### src/ecc_pkg.sv
package ecc_pkg;

    localparam int ECC_DATA_W  = 92;
    localparam int ECC_CHECK_W = 8;

    typedef logic [ECC_DATA_W-1:0]  ecc_data_t;
    typedef logic [ECC_CHECK_W-1:0] ecc_check_t;

    // Syndrome of a single error in each data bit.
    // Low seven bits are the Hamming position, bit 7 makes the weight odd.
    localparam ecc_check_t ECC_COL_CODES [ECC_DATA_W] = '{
        8'b1000_0011, // Bit 0.
        8'b1000_0101,
        8'b1000_0110,
        8'b0000_0111,
        8'b1000_1001,
        8'b1000_1010,
        8'b0000_1011,
        8'b1000_1100,
        8'b0000_1101,
        8'b0000_1110,
        8'b1000_1111,

        8'b1001_0001, // Bit 11.
        8'b1001_0010,
        8'b0001_0011,
        8'b1001_0100,
        8'b0001_0101,
        8'b0001_0110,
        8'b1001_0111,
        8'b1001_1000,
        8'b0001_1001,
        8'b0001_1010,
        8'b1001_1011,
        8'b0001_1100,
        8'b1001_1101,
        8'b1001_1110,
        8'b0001_1111,

        8'b1010_0001, // Bit 26.
        8'b1010_0010,
        8'b0010_0011,
        8'b1010_0100,
        8'b0010_0101,
        8'b0010_0110,
        8'b1010_0111,
        8'b1010_1000,
        8'b0010_1001,
        8'b0010_1010,
        8'b1010_1011,
        8'b0010_1100,
        8'b1010_1101,
        8'b1010_1110,
        8'b0010_1111,
        8'b1011_0000,
        8'b0011_0001,
        8'b0011_0010,
        8'b1011_0011,
        8'b0011_0100,
        8'b1011_0101,
        8'b1011_0110,
        8'b0011_0111,
        8'b0011_1000,
        8'b1011_1001,
        8'b1011_1010,
        8'b0011_1011,
        8'b1011_1100,
        8'b0011_1101,
        8'b0011_1110,
        8'b1011_1111,

        8'b1100_0001, // Bit 57.
        8'b1100_0010,
        8'b0100_0011,
        8'b1100_0100,
        8'b0100_0101,
        8'b0100_0110,
        8'b1100_0111,
        8'b1100_1000,
        8'b0100_1001,
        8'b0100_1010,
        8'b1100_1011,
        8'b0100_1100,
        8'b1100_1101,
        8'b1100_1110,
        8'b0100_1111,
        8'b1101_0000,
        8'b0101_0001,
        8'b0101_0010,
        8'b1101_0011,
        8'b0101_0100,
        8'b1101_0101,
        8'b1101_0110,
        8'b0101_0111,
        8'b0101_1000,
        8'b1101_1001,
        8'b1101_1010,
        8'b0101_1011,
        8'b1101_1100,
        8'b0101_1101,
        8'b0101_1110,
        8'b1101_1111,

        8'b1110_0000, // Bit 88, both upper groups.
        8'b0110_0001,
        8'b0110_0010,
        8'b1110_0011
    };

endpackage

### src/ecc_check_encoder.sv
module ecc_check_encoder
    import ecc_pkg::*;
(
    input  ecc_data_t  data,
    output ecc_check_t check
);

    // Data bits that feed one check bit.
    function automatic ecc_data_t cover_mask(input int check_idx);
        ecc_data_t m;
        m = '0;
        for (int i = 0; i < ECC_DATA_W; i++) begin
            m[i] = ECC_COL_CODES[i][check_idx];
        end
        return m;
    endfunction

    for (genvar j = 0; j < ECC_CHECK_W; j++) begin : g_check
        assign check[j] = ^(data & cover_mask(j));
    end

endmodule

### src/ecc_syndrome_stage.sv
module ecc_syndrome_stage
    import ecc_pkg::*;
(
    input  logic       clk,
    input  logic       rst_n,
    input  ecc_data_t  data_in,
    input  ecc_check_t parity_in,
    input  logic       bypass,
    output ecc_check_t parity_out,
    output ecc_data_t  stage_data,
    output ecc_check_t stage_syndrome,
    output logic       stage_bypass
);

    ecc_check_t syndrome;

    ecc_check_encoder encoder_i (
        .data  (data_in),
        .check (parity_out)
    );

    // Zero for a consistent codeword.
    assign syndrome = parity_in ^ parity_out;

    // Timing cut between the XOR trees and the syndrome match.
    always_ff @(posedge clk) begin
        if (!rst_n) begin
            stage_data     <= '0;
            stage_syndrome <= '0;
            stage_bypass   <= 1'b0;
        end else begin
            stage_data     <= data_in;
            stage_syndrome <= syndrome;
            stage_bypass   <= bypass;
        end
    end

endmodule

### src/ecc_corrector.sv
module ecc_corrector
    import ecc_pkg::*;
(
    input  ecc_data_t  stage_data,
    input  ecc_check_t stage_syndrome,
    input  logic       stage_bypass,
    output ecc_data_t  data_out,
    output logic       sbit_err,
    output logic       dbit_err
);

    ecc_data_t  flip_mask;
    ecc_check_t syn_less_one;
    logic       syn_zero;
    logic       col_hit;
    logic       check_hit;
    logic       single;

    // At most one column matches, the codes are distinct.
    always_comb begin
        for (int i = 0; i < ECC_DATA_W; i++) begin
            flip_mask[i] = (stage_syndrome == ECC_COL_CODES[i]);
        end
    end

    assign syn_less_one = stage_syndrome - ECC_CHECK_W'(1);
    assign syn_zero     = (stage_syndrome == '0);
    assign col_hit      = |flip_mask;

    // One-hot syndrome means the stored check bit itself flipped.
    assign check_hit = !syn_zero && ((stage_syndrome & syn_less_one) == '0);
    assign single    = col_hit || check_hit;

    assign data_out = stage_bypass ? stage_data : (stage_data ^ flip_mask);
    assign sbit_err = !stage_bypass && single;
    assign dbit_err = !stage_bypass && !syn_zero && !single; // Even weight.

endmodule

### src/ecc_92_cal.sv
module ecc_92_cal
    import ecc_pkg::*;
(
    input  logic       clk,
    input  logic       rst_n,
    input  ecc_data_t  data_in,
    output ecc_data_t  data_out,
    input  ecc_check_t parity_in,
    output ecc_check_t parity_out,
    input  logic       bypass,
    output logic       sbit_err,
    output logic       dbit_err
);

    ecc_data_t  stage_data;
    ecc_check_t stage_syndrome;
    logic       stage_bypass;

    ecc_syndrome_stage syndrome_stage_i (
        .clk            (clk),
        .rst_n          (rst_n),
        .data_in        (data_in),
        .parity_in      (parity_in),
        .bypass         (bypass),
        .parity_out     (parity_out),
        .stage_data     (stage_data),
        .stage_syndrome (stage_syndrome),
        .stage_bypass   (stage_bypass)
    );

    // Outputs lag the inputs by one clock.
    ecc_corrector corrector_i (
        .stage_data     (stage_data),
        .stage_syndrome (stage_syndrome),
        .stage_bypass   (stage_bypass),
        .data_out       (data_out),
        .sbit_err       (sbit_err),
        .dbit_err       (dbit_err)
    );

endmodule

### config.mk
export PLATFORM = sky130hd
export DESIGN_NAME = ecc_92_cal
export DESIGN_NICKNAME = d
export VERILOG_FILES = /design/src/ecc_pkg.sv /design/src/ecc_check_encoder.sv /design/src/ecc_syndrome_stage.sv /design/src/ecc_corrector.sv /design/src/ecc_92_cal.sv
export SDC_FILE = /design/constraint.sdc
export NUM_CORES = 1
export LEC_CHECK = 0
export ABC_AREA = 1
export BUFFER_PORTS_ARGS = -buffer_cell sky130_fd_sc_hd__buf_2
export CORE_MARGIN = 2
export CORE_UTILIZATION = 59
export CTS_CLUSTER_SIZE = 12
export DETAILED_ROUTE_END_ITERATION = 8
export GPL_TIMING_DRIVEN = 0
export PLACE_DENSITY = 0.88
export SLEW_MARGIN = 0
export SYNTH_ARGS = -nofsm -noshare
export SYNTH_HDL_FRONTEND = slang
export SYNTH_SLANG_ARGS = --single-unit
### constraint.sdc
create_clock -name clk -period 2.9 [get_ports clk]
set_clock_uncertainty 0.2 [all_clocks]
set_input_delay 0.145 -clock clk [delete_from_list [all_inputs] [get_ports clk]]
set_output_delay 0.145 -clock clk [all_outputs]
set_load 0.03 [all_outputs]
# --- Word-level counts from Yosys, hierarchy flattened ---
# Index checks and enable logic that the tools add are counted.
word_totals:
  regBits: 101
  inputBits: 103
  out_inout_bits: 102
  word_cells: 119
op_classes:
  add_sub_neg: 1
  n_eq_ne: 92
  mux: 1
  n_bitwise: 3
  n_reduce_logical: 19
op_table:
  columns: ["cell", "count"]
  rows:
  - ["92-bit parity", 8]
  - ["8-bit equality test (second input constant)", 49]
  - ["8-bit by 7-bit equality test with 1-bit output (second input constant)", 17]
  - ["8-bit by 6-bit equality test with 1-bit output (second input constant)", 15]
  - ["92-bit 2-to-1 mux", 1]
  - ["92-bit OR reduction", 1]
  - ["92-bit XOR", 1]
  - ["8-bit by 5-bit equality test with 1-bit output (second input constant)", 7]
  - ["8-bit by 4-bit equality test with 1-bit output (second input constant)", 3]
  - ["8-bit zero test", 2]
  - ["8-bit bitwise AND", 1]
  - ["8-bit by 3-bit equality test with 1-bit output (second input constant)", 1]
  - ["8-bit by 1-bit subtractor with 8-bit output (second input constant)", 1]
  - ["8-bit XOR", 1]
  - ["1-bit logical AND", 4]
  - ["1-bit zero test", 3]
  - ["1-bit logical OR", 1]

# --- Longest topological paths before layout ---
# Gate-level depths: netlist (run 1).
logic_depth:
  word_depth: 7
  depth_mapped: 19
  mapped_depth_nobuf: 18

# --- By module ---
# Synthesis (run 1) repeated with hierarchy kept, for this count alone.
unflattened:
  hier_cells: 1651
  hier_area_um2: 9598.0
by_module_without_submodules:
  columns: ["mod", "instances", "cells_each", "area_per_inst_um2"]
  rows:
  - ["ecc_check_encoder", 1, 772, 4056.4]
  - ["ecc_syndrome_stage", 1, 330, 2957.8]
  - ["ecc_corrector", 1, 549, 2583.7]

# --- Worst setup path after synthesis (run 1) ---
# OpenSTA, ideal clock, no wires.
synth_timing:
  path_kind: "reg-to-output"
  from: "register syndrome_stage_i.stage_syndrome[4]"
  to: "output sbit_err"
  arrival_time_ps: 1753
  required_ps: 2555
  slack_ps: 802
  path_stages_with_launch: 10
  n_path_buf: 0
  path_cell_list: "dfxtp_1 > nor2_1 > inv_1 > nor2_1 > nand2_1 > nand4_1 > nor3_1 > nand2_1 > nor2_1 > a21oi_1"
synth_between:
  elab_chain_len: 6
  word_cells_on_any_way: 101
synth_rtl:
  columns: ["item", "line_no", "text"]
  rows:
  - ["start: declaration", "ecc_syndrome_stage.sv:11", "output ecc_check_t stage_syndrome,"]
  - ["start signal: assignment", "ecc_syndrome_stage.sv:33", "stage_syndrome <= syndrome;"]
  - ["8-bit by 1-bit subtractor with 8-bit output", "ecc_corrector.sv:26", "assign syn_less_one = stage_syndrome - ECC_CHECK_W'(1);"]
  - ["8-bit bitwise AND", "ecc_corrector.sv:31", "assign check_hit = !syn_zero && ((stage_syndrome & syn_less_one) == '0);"]
  - ["8-bit zero test", "ecc_corrector.sv:31", null]
  - ["1-bit logical AND", "ecc_corrector.sv:31", null]
  - ["1-bit logical OR *", "ecc_corrector.sv:32", "assign single = col_hit || check_hit;"]
  - ["1-bit logical AND *", "ecc_corrector.sv:35", "assign sbit_err = !stage_bypass && single;"]
  - ["end: declaration", "ecc_92_cal.sv:11", "output logic sbit_err,"]
# Mark *: on every way between the ends. The rest lies on a longest branch, timed or not.

# --- Worst setup path in the final report (run 1) ---
layout_timing:
  from: "register syndrome_stage_i.stage_syndrome[3]"
  to: "output dbit_err"
layout_between:
  elab_chain_len: 7
  word_cells_on_any_way: 103
layout_rtl:
  columns: ["item", "line_no", "text"]
  rows:
  - ["8-bit by 1-bit subtractor with 8-bit output", "ecc_corrector.sv:26", null]
  - ["8-bit bitwise AND", "ecc_corrector.sv:31", null]
  - ["8-bit zero test", "ecc_corrector.sv:31", null]
  - ["1-bit logical AND", "ecc_corrector.sv:31", null]
  - ["1-bit logical OR", "ecc_corrector.sv:32", null]
  - ["1-bit zero test", "ecc_corrector.sv:36", "assign dbit_err = !stage_bypass && !syn_zero && !single;"]
  - ["1-bit logical AND *", "ecc_corrector.sv:36", null]
  - ["end: declaration", "ecc_92_cal.sv:12", "output logic dbit_err"]
# Marks and branches as above.

==> summary by stage, run 1 <==
CTS
Counting every sink on the clock net gives 101. The number of buffers added by the clock tree synthesis step is 9. The maximum count of clock buffers along a single path is 2. The clock edge transition at the registers on the reported setup and hold paths is approximately 0.080 ns. The CTS tree is done. The root buffer cell is sky130_fd_sc_hd__clkbuf_16. The clock tree synthesis step divided the H-tree into 3 levels.

Route
After detailed routing, the total wire length is around 35000 um. Detailed routing inserted a total of 12200 vias. The iteration-0 DRC count of the detailed router is around 1200.

The mean number of vias per cell is 5.18. The residual DRC count is 0. The length of the first detailed-routing pass in iterations is 6. The per-cell routed wire length is 14.8 um. In this run the remaining antenna-violating nets after routing total 0.

Placement
Before CTS, the worst setup slack after placement is 0.373 ns. Once placement completed, the tool counted placed cells totaling between 2000 and 2500. Detailed placement finished with a half-perimeter wire length of 25500 um. The cell area after placement is 11200 um2. Port buffering added ~160 buffers. The congestion estimate from routability-driven global placement came to 0.945.

Timing
The post-layout worst setup margin is 0.00972 ns. Dividing the final minimum period by the clock period gives ~100%. Setup repair after global routing could not meet its margin everywhere. For the final routed database, the setup TNS stands at 0 ns. The pin slew with the least headroom to its limit is 0.516 ns. The number of hold violations in the final report is 0. The achievable frequency is roughly 0.35 GHz.

Setup violations remaining at the end of the flow were counted as 0. Hold is met by 0.0369 ns. The minimum period implied by the final worst setup slack is 2.89 ns.

The final count of pins violating max slew was 0. Headroom to the max-slew limit came out at 65.6%.

GRT
Entering global routing, the biggest net connects 19 pins. Across every metal layer, demand over resource in global routing totals 37.7%. The first global-routing pass estimated approximately 54000 um of wire. The overall overflow remaining after global route is 0.

The initial antenna violation count is 0. The met2 track demand over resource in global routing is 63.4%. The global routing stage identified its most utilized layer as met2. The global routing usage on met1 is 48.3%.

The via count of the first global-routing pass is 11100. The met3 layer usage reported by global route is 5.67%.

Setup path
The cell occurring most often along the worst timing path is sky130_fd_sc_hd__nand2_1. The element type at the critical path end is a primary output. In this design, the largest share of critical-path delay is due to simple AND/OR/NAND/NOR gates.

The largest single stage delay on the critical path is 0.37 ns. The critical path startpoint category is a flop. The worst setup path is of the flop to primary output kind. Of all nets on the critical path, the largest fanout is 6. The slowest stage of the critical path is the sky130_fd_sc_hd__dfxtp_1 cell. Counting both buffers and inverters, the worst setup path holds a total of 3. The arrival time reported for the critical path endpoint is 2.55 ns. Walking the worst path, the cells encountered are nand2_1 -> inv_1 -> nand2_4 -> clkinvlp_4 -> nand2_1 -> nand2_1 -> nor3_1 -> nand4_1 -> nor2_1 -> nand2_1 -> nor2_1 -> nand2_1 -> nor3_2 -> clkbuf_4. The data required time at the worst endpoint is 2.56 ns.

Yosys
Yosys printed 0 warnings. The largest family of logic cells by synthesized area is simple AND/OR/NAND/NOR gates. The number of storage elements in the synthesis netlist is roughly 100. In this run the cell area of the synthesized design comes to 10100 um2. The most used flip-flop cell after synthesis is sky130_fd_sc_hd__dfxtp_1. The number of different library cells used by synthesis comes to 29. Synthesis handed over a netlist of 1842 instances. Sorting the synthesized cells by area gives the leading types as sky130_fd_sc_hd__nand2_1, sky130_fd_sc_hd__dfxtp_1, sky130_fd_sc_hd__inv_1. The xor/xnor share of the synthesized area is 19.6%. The synthesized netlist devotes 0.731% of its cell area to compound gates.

The basic-gate share of the synthesized area counting and, or, nand and nor cells is 43.8%. Multiplexer cells account for 0% of the synthesized area. Yosys mapped a number of flops with a built-in enable equal to 0. After synthesis, the mean cell area works out to 5.48 um2. After synthesis, the largest area contributor takes up 29.6% of total cell area. The adder-cell area share of the yosys netlist is 0%. The number of nets handed over by synthesis was 1945. The part of the Yosys area used for sequential elements is 20.0%.

In the synthesized netlist the async set-or-reset flop fraction comes to 0%. Of all cell types, the one taking the most synthesized area is sky130_fd_sc_hd__nand2_1.

Final layout
The final layout contains 2227 nets. The relative area change from synthesis to final layout is 26.3%. The area of the multi-input gates is 6610 um2. Registers take 2020 um2. The share of cells above drive strength 1 is about an eighth.

The finished layout cell area is between 10000 and 15000 um2. The final core utilization is 76.6%. After the flow finishes, the layout carries non-filler instances totaling 2351. The number of filler cells placed in the layout is 1271.

Status
The flow ran to the end, and the final reports show no timing, DRC or antenna violations.

Die
From left edge to right edge, the die measures 135 um. After floorplanning, the core was divided into 47 placement rows. The height of the chip is 135 um. In this run the standard cell core region covers between 15000 and 20000 um2. Pin placement for this block handled 205 I/O pins. The initial utilization of the core area, before any placement, comes to 60.7%. The die outline area is approximately 18000 um2.

Power and ir drop
The worst IR drop on VDD is 0.526 mV. The leakage power total is roughly 8 nW. Power comes to 5.99 mW.

The power per cell area is about 470 nW/um2.

Job
The max-cap check violation count is 0.

Min path
The classification of the worst-slack hold path is primary input to flop.
placed cells by master, fill, tap and decap left out, drive strengths merged, types with 4 or more instances in the layout:
cell type and instances:
a21oi 8, nor4 9, or2 4, nand3 132, inv 343, xor2 106
nor2 139, xnor2 116, nand2 805, dfxtp 101, nand4 5, clkbuf 32
dlygate4sd3 106, nor3 8, buf 202
worst paths after layout:
| path | start | endpoint | cells past startpoint |
|---|---|---|---|
| max | syndrome_stage_i.stage_syndrome[3] | dbit_err | 14 |
| min | rst_n | syndrome_stage_i.stage_syndrome[7] | 3 |
repair_timing:
item                       in CTS  in global routing
hold endpoints to repair      101                  0
gates resized for setup         0                 42
buffers inserted                0                  2
setup endpoints to repair       0                 19
hold buffers                  106                  0
cells by family (layout without fill, tap and decap cells):
family / count (synthesis) / after routing
buffers and inverters: 401 / 688
AND/OR/NAND/NOR: 1106 / 1106
other: 0 / 2
flip-flops: 101 / 101
AO/OA/AOI/OAI: 12 / 12
XOR/XNOR: 222 / 222
report_power, final:
part	internal (mW)	switching [mW]	leakage [nW]
sequential	1.49	0.0838	0.842
clock	0.772	0.636	0.159
combinational	0.971	2.04	7.06
total	3.23	2.76	8.06
sequential cells by signal, indices dropped and copies added (netlist names):
register,flops
syndrome_stage_i.stage_syndrome,8
syndrome_stage_i.stage_data,92
syndrome_stage_i.stage_bypass,1
synth_stat cells (2+ instances only):
cell / count
sky130_fd_sc_hd__nand2_1: 797
sky130_fd_sc_hd__inv_1: 335
sky130_fd_sc_hd__nor2_1: 137
sky130_fd_sc_hd__nand3_1: 132
sky130_fd_sc_hd__xnor2_1: 111
sky130_fd_sc_hd__xor2_1: 106
sky130_fd_sc_hd__dfxtp_1: 101
sky130_fd_sc_hd__buf_2: 20
sky130_fd_sc_hd__buf_4: 13
sky130_fd_sc_hd__clkbuf_1: 12
sky130_fd_sc_hd__nor4_1: 9
sky130_fd_sc_hd__a21oi_1: 8
sky130_fd_sc_hd__buf_1: 7
sky130_fd_sc_hd__clkbuf_2: 7
sky130_fd_sc_hd__nand2_2: 7
sky130_fd_sc_hd__nor3_1: 7
sky130_fd_sc_hd__inv_2: 6
sky130_fd_sc_hd__nand4_1: 5
sky130_fd_sc_hd__xnor2_2: 5
sky130_fd_sc_hd__or2_1: 4
sky130_fd_sc_hd__and2_1: 2
sky130_fd_sc_hd__nand3b_1: 2
sky130_fd_sc_hd__nor2_2: 2
sky130_fd_sc_hd__o2111ai_1: 2
layer usage:
| layer | wire length, um | up-vias | part of all wire, % |
|---|---|---|---|
| met4 | 1220 | 0 | 3.5 |
| met5 | 0 | - | 0 |
| li1 | - | 5928 | - |
| met1 | 13700 | 5406 | 39 |
| met3 | 3460 | 106 | 9.9 |
| met2 | 16400 | 727 | 47 |
cell type report:
| class | count | area share (%) |
|---|---|---|
| inverters | 341 | 10.1 |
| clock inverters | 7 | 0.824 |
| plain buffers | 59 | 2.47 |
| repair buffers | 272 | 15.0 |
| multi-input cells | 1340 | 51.9 |
| diodes | 2 | 0.0392 |
| well taps | 220 | 2.16 |
| clock buffers | 9 | 1.77 |
| flip-flops and latches | 101 | 15.9 |
worst min-delay path: stages:
cell	delay (ns)
sky130_fd_sc_hd__buf_2	0.22
sky130_fd_sc_hd__nand2_1	0.11
sky130_fd_sc_hd__nor2_1	0.07
Note: power is estimated with default switching activity, not from simulation.
==> inputs of run 2 (changes only) <==
Settings changed: CORE_MARGIN 2 to 10, CORE_UTILIZATION 59 to 45, PLACE_DENSITY 0.88 to 0.7.
==> run 2 against run 1 <==
Worst hold slack improved by 0.29 ns. Highest routed layer unchanged. Largest power group unchanged. Routed wire length increased by 1.8%. Core utilization shrank 18 points. Cell area grew 1.2%. Sequential share of layout area decreased by 0.16 points. First-iteration DRC count decreased by 25%. Global-route usage shrank 14 points. Worst setup slack improved by 0.061 ns. Critical path type unchanged. Sequential cell count unchanged. Sequential power hardly changed. Clock power increased by 6%.
==> summary by stage, run 2 (synthesized netlist as in run 1, its figures left out) <==
Route
The mean number of vias per cell is 4.75 (was 5.18). The residual DRC count is 0 (unchanged). The number of vias after detailed routing came to 11500 (was 12200). The final routed wirelength across all metal layers was 35500 um (was 34800 um). The length of the first detailed-routing pass in iterations came to 6 (unchanged). The iteration-0 DRC count of the detailed router is 869 (was 1166).

The per-cell routed wire length came to 14.7 um (was 14.8 um). The post-detailed-route count of antenna-violating nets is 0 (unchanged).

Final layout
The number of flip-flops under the largest register name is 92 (unchanged). The relative area change from synthesis to final layout is 27.9% (was 26.3%). The register with the most flip-flops is syndrome_stage_i.stage_data (unchanged). The register cell area after layout is 2030 um2 (was 2020 um2). Leading cell types in the layout, fill and taps excluded: sky130_fd_sc_hd__nand2_1, sky130_fd_sc_hd__inv_1, sky130_fd_sc_hd__buf_2, sky130_fd_sc_hd__nand3_1, sky130_fd_sc_hd__nor2_1 (unchanged). The leading cell type in the layout, fill and taps excluded is sky130_fd_sc_hd__nand2_1 (unchanged). The number of filler cells placed in the layout is 2194 (was 1271).

The final net count is 2229 (was 2227). The area of the multi-input gates came to 6650 um2 (was 6610 um2). Largest registers in the final layout: syndrome_stage_i.stage_data x92, syndrome_stage_i.stage_syndrome x8, syndrome_stage_i.stage_bypass x1 (unchanged). The share of cells above drive strength 1 is 13.8% (was 13.2%).

GRT
The overall overflow remaining after global route is 0 (unchanged). The initial antenna violation count was 0 (unchanged). The maximum number of pins on one net before global-route repair is 17 (was 19). The global-route wire length before repair was 54900 um (was 53900 um). The via count of the first global-routing pass is 10700 (was 11100). The all-layer global routing usage is 23.9% (was 37.7%).

Setup path
The arrival time reported for the critical path endpoint is 2.48 ns (was 2.55 ns). The element type at the critical path end was a primary output (unchanged). The data required time at the worst endpoint is 2.56 ns (about the same). The worst-path maximum fanout came to 5 (was 6). The type of the setup path with the least slack was flop to primary output (unchanged). The critical path startpoint category is a flop (unchanged).

CTS
The number of clock sinks seen by CTS was 101 (unchanged). The CTS tree is done (unchanged). The level count of the clock H-tree is 3 (unchanged). The clock edge transition at the registers on the reported setup and hold paths came to 0.07 ns (was 0.08 ns).

The number of buffers added by the clock tree synthesis step is 9 (unchanged). The maximum count of clock buffers along a single path came to 2 (unchanged). The root buffer cell is sky130_fd_sc_hd__clkbuf_16 (unchanged).

Power and ir drop
The leakage power total was 8.09 nW (was 8.06 nW). The worst IR drop on VDD is 0.319 mV (was 0.526 mV). The power per cell area is 474 nW/um2 (was 470 nW/um2).

Timing
The post-layout worst setup margin came to 0.0710 ns (was 0.00972 ns). The minimum period implied by the final worst setup slack is 2.83 ns (was 2.89 ns). The count of final setup violators is 0 (unchanged). The achievable frequency was 0.353 GHz (was 0.346 GHz). The final count of pins violating max slew came to 0 (unchanged). The fraction of the cycle the final worst path needs is 97.6% (was 99.7%). The number of hold violations in the final report is 0 (unchanged).

The accumulated negative setup slack is 0 ns (unchanged). Unrepaired setup endpoints after global routing: yes (unchanged). The pin slew with the least headroom to its limit came to 0.498 ns (was 0.516 ns). The max-slew headroom at the worst pin is 66.7% (was 65.6%).

Die
The height of the chip came to 170 um (was 135 um). The area of the placeable core was 22000 um2 (was 16600 um2). The die outline area is 28800 um2 (was 18200 um2). The die outline width came to 170 um (was 135 um).

The number of cell rows is 54 (was 47). The initial core utilization is 46.0% (was 60.7%). The total I/O pin count was 205 (unchanged).

Status
Run status: completed (unchanged).

Job
The max-cap check violation count is 0 (unchanged).

Placement
The final weighted congestion of routability-driven global placement is 0.931 (was 0.945). The placed wire-length estimate after detailed placement is 28400 um (was 25500 um). The number of input and output port buffers inserted is 164 (unchanged). The worst slack at placement is 0.342 ns (was 0.373 ns).

Min path
The classification of the worst-slack hold path is primary input to flop (unchanged).
[run 2: cell types whose count changed in the layout (fill, tap and decap cells not counted), sizes merged]
cell         delta
diode           -1
bufinv          +1
inv             -3
dlygate4sd3     +1
buf             +3
[run 2: timing repair]
action | 4_1_cts | 5_1_grt
resized for setup | 6 | 54
endpoints found under the hold margin | 101 | 0
pin swaps | 0 | 1
hold buffers | 107 | 0
setup endpoints to repair | 1 | 19
buffers inserted | 0 | 3
[run 2: final timing paths]
path                               start                             to  cells past startpoint
min                               bypass  syndrome_stage_i.stage_bypass                      4
max   syndrome_stage_i.stage_syndrome[2]                       sbit_err                     12
[run 2: worst max-delay path, stage by stage (launching register included)]
cell	delay [ns]
sky130_fd_sc_hd__dfxtp_1	0.35
sky130_fd_sc_hd__nor2_1	0.38
sky130_fd_sc_hd__nand2_2	0.20
sky130_fd_sc_hd__inv_1	0.20
sky130_fd_sc_hd__nand3_1	0.15
sky130_fd_sc_hd__nand2_1	0.10
sky130_fd_sc_hd__nor3_1	0.05
sky130_fd_sc_hd__nand2_1	0.09
sky130_fd_sc_hd__nor2_1	0.05
sky130_fd_sc_hd__nand2_1	0.06
sky130_fd_sc_hd__nor2_2	0.05
sky130_fd_sc_hd__a21oi_1	0.20
sky130_fd_sc_hd__buf_2	0.24
[run 2: final cells by class]
type	count	share of cell area, %
Antenna cell	1	0.0194
Buffer	59	2.44
Clock buffer	11	1.96
Clock inverter	5	0.824
Inverter	341	9.94
Multi-Input combinational cell	1340	51.5
Sequential cell	101	15.7
Tap cell	280	2.71
Timing Repair Buffer	274	14.9
[run 2: power breakdown]
group	internal [mW]	switching [mW]	total [mW]
combinational	0.995	2.06	3.05
clock	0.894	0.593	1.49
sequential	1.49	0.0823	1.57
total	3.38	2.73	6.11
[run 2: through the flow]
stage	area, um2	utilization (%)	instances	total power, mW	hold WS (ns)
final	12900	58.8	2412	6.11	0.331
after global placement	11300	51.3	2286	4.33	0.156
after detailed placement	11300	51.3	2286	4.36	0.161
after floorplan	10100	-	1842	3.56	0.0385
after CTS	12700	57.9	2409	5.97	0.338
after global routing	12900	58.8	2411	6.49	0.374
[run 2: layer usage]
layer  part of all wire, %  GRT usage [%]
met1                    45           31.6
met2                    47           40.1
met3                   6.2           2.95
met4                   1.3           5.95
met5                     0              0
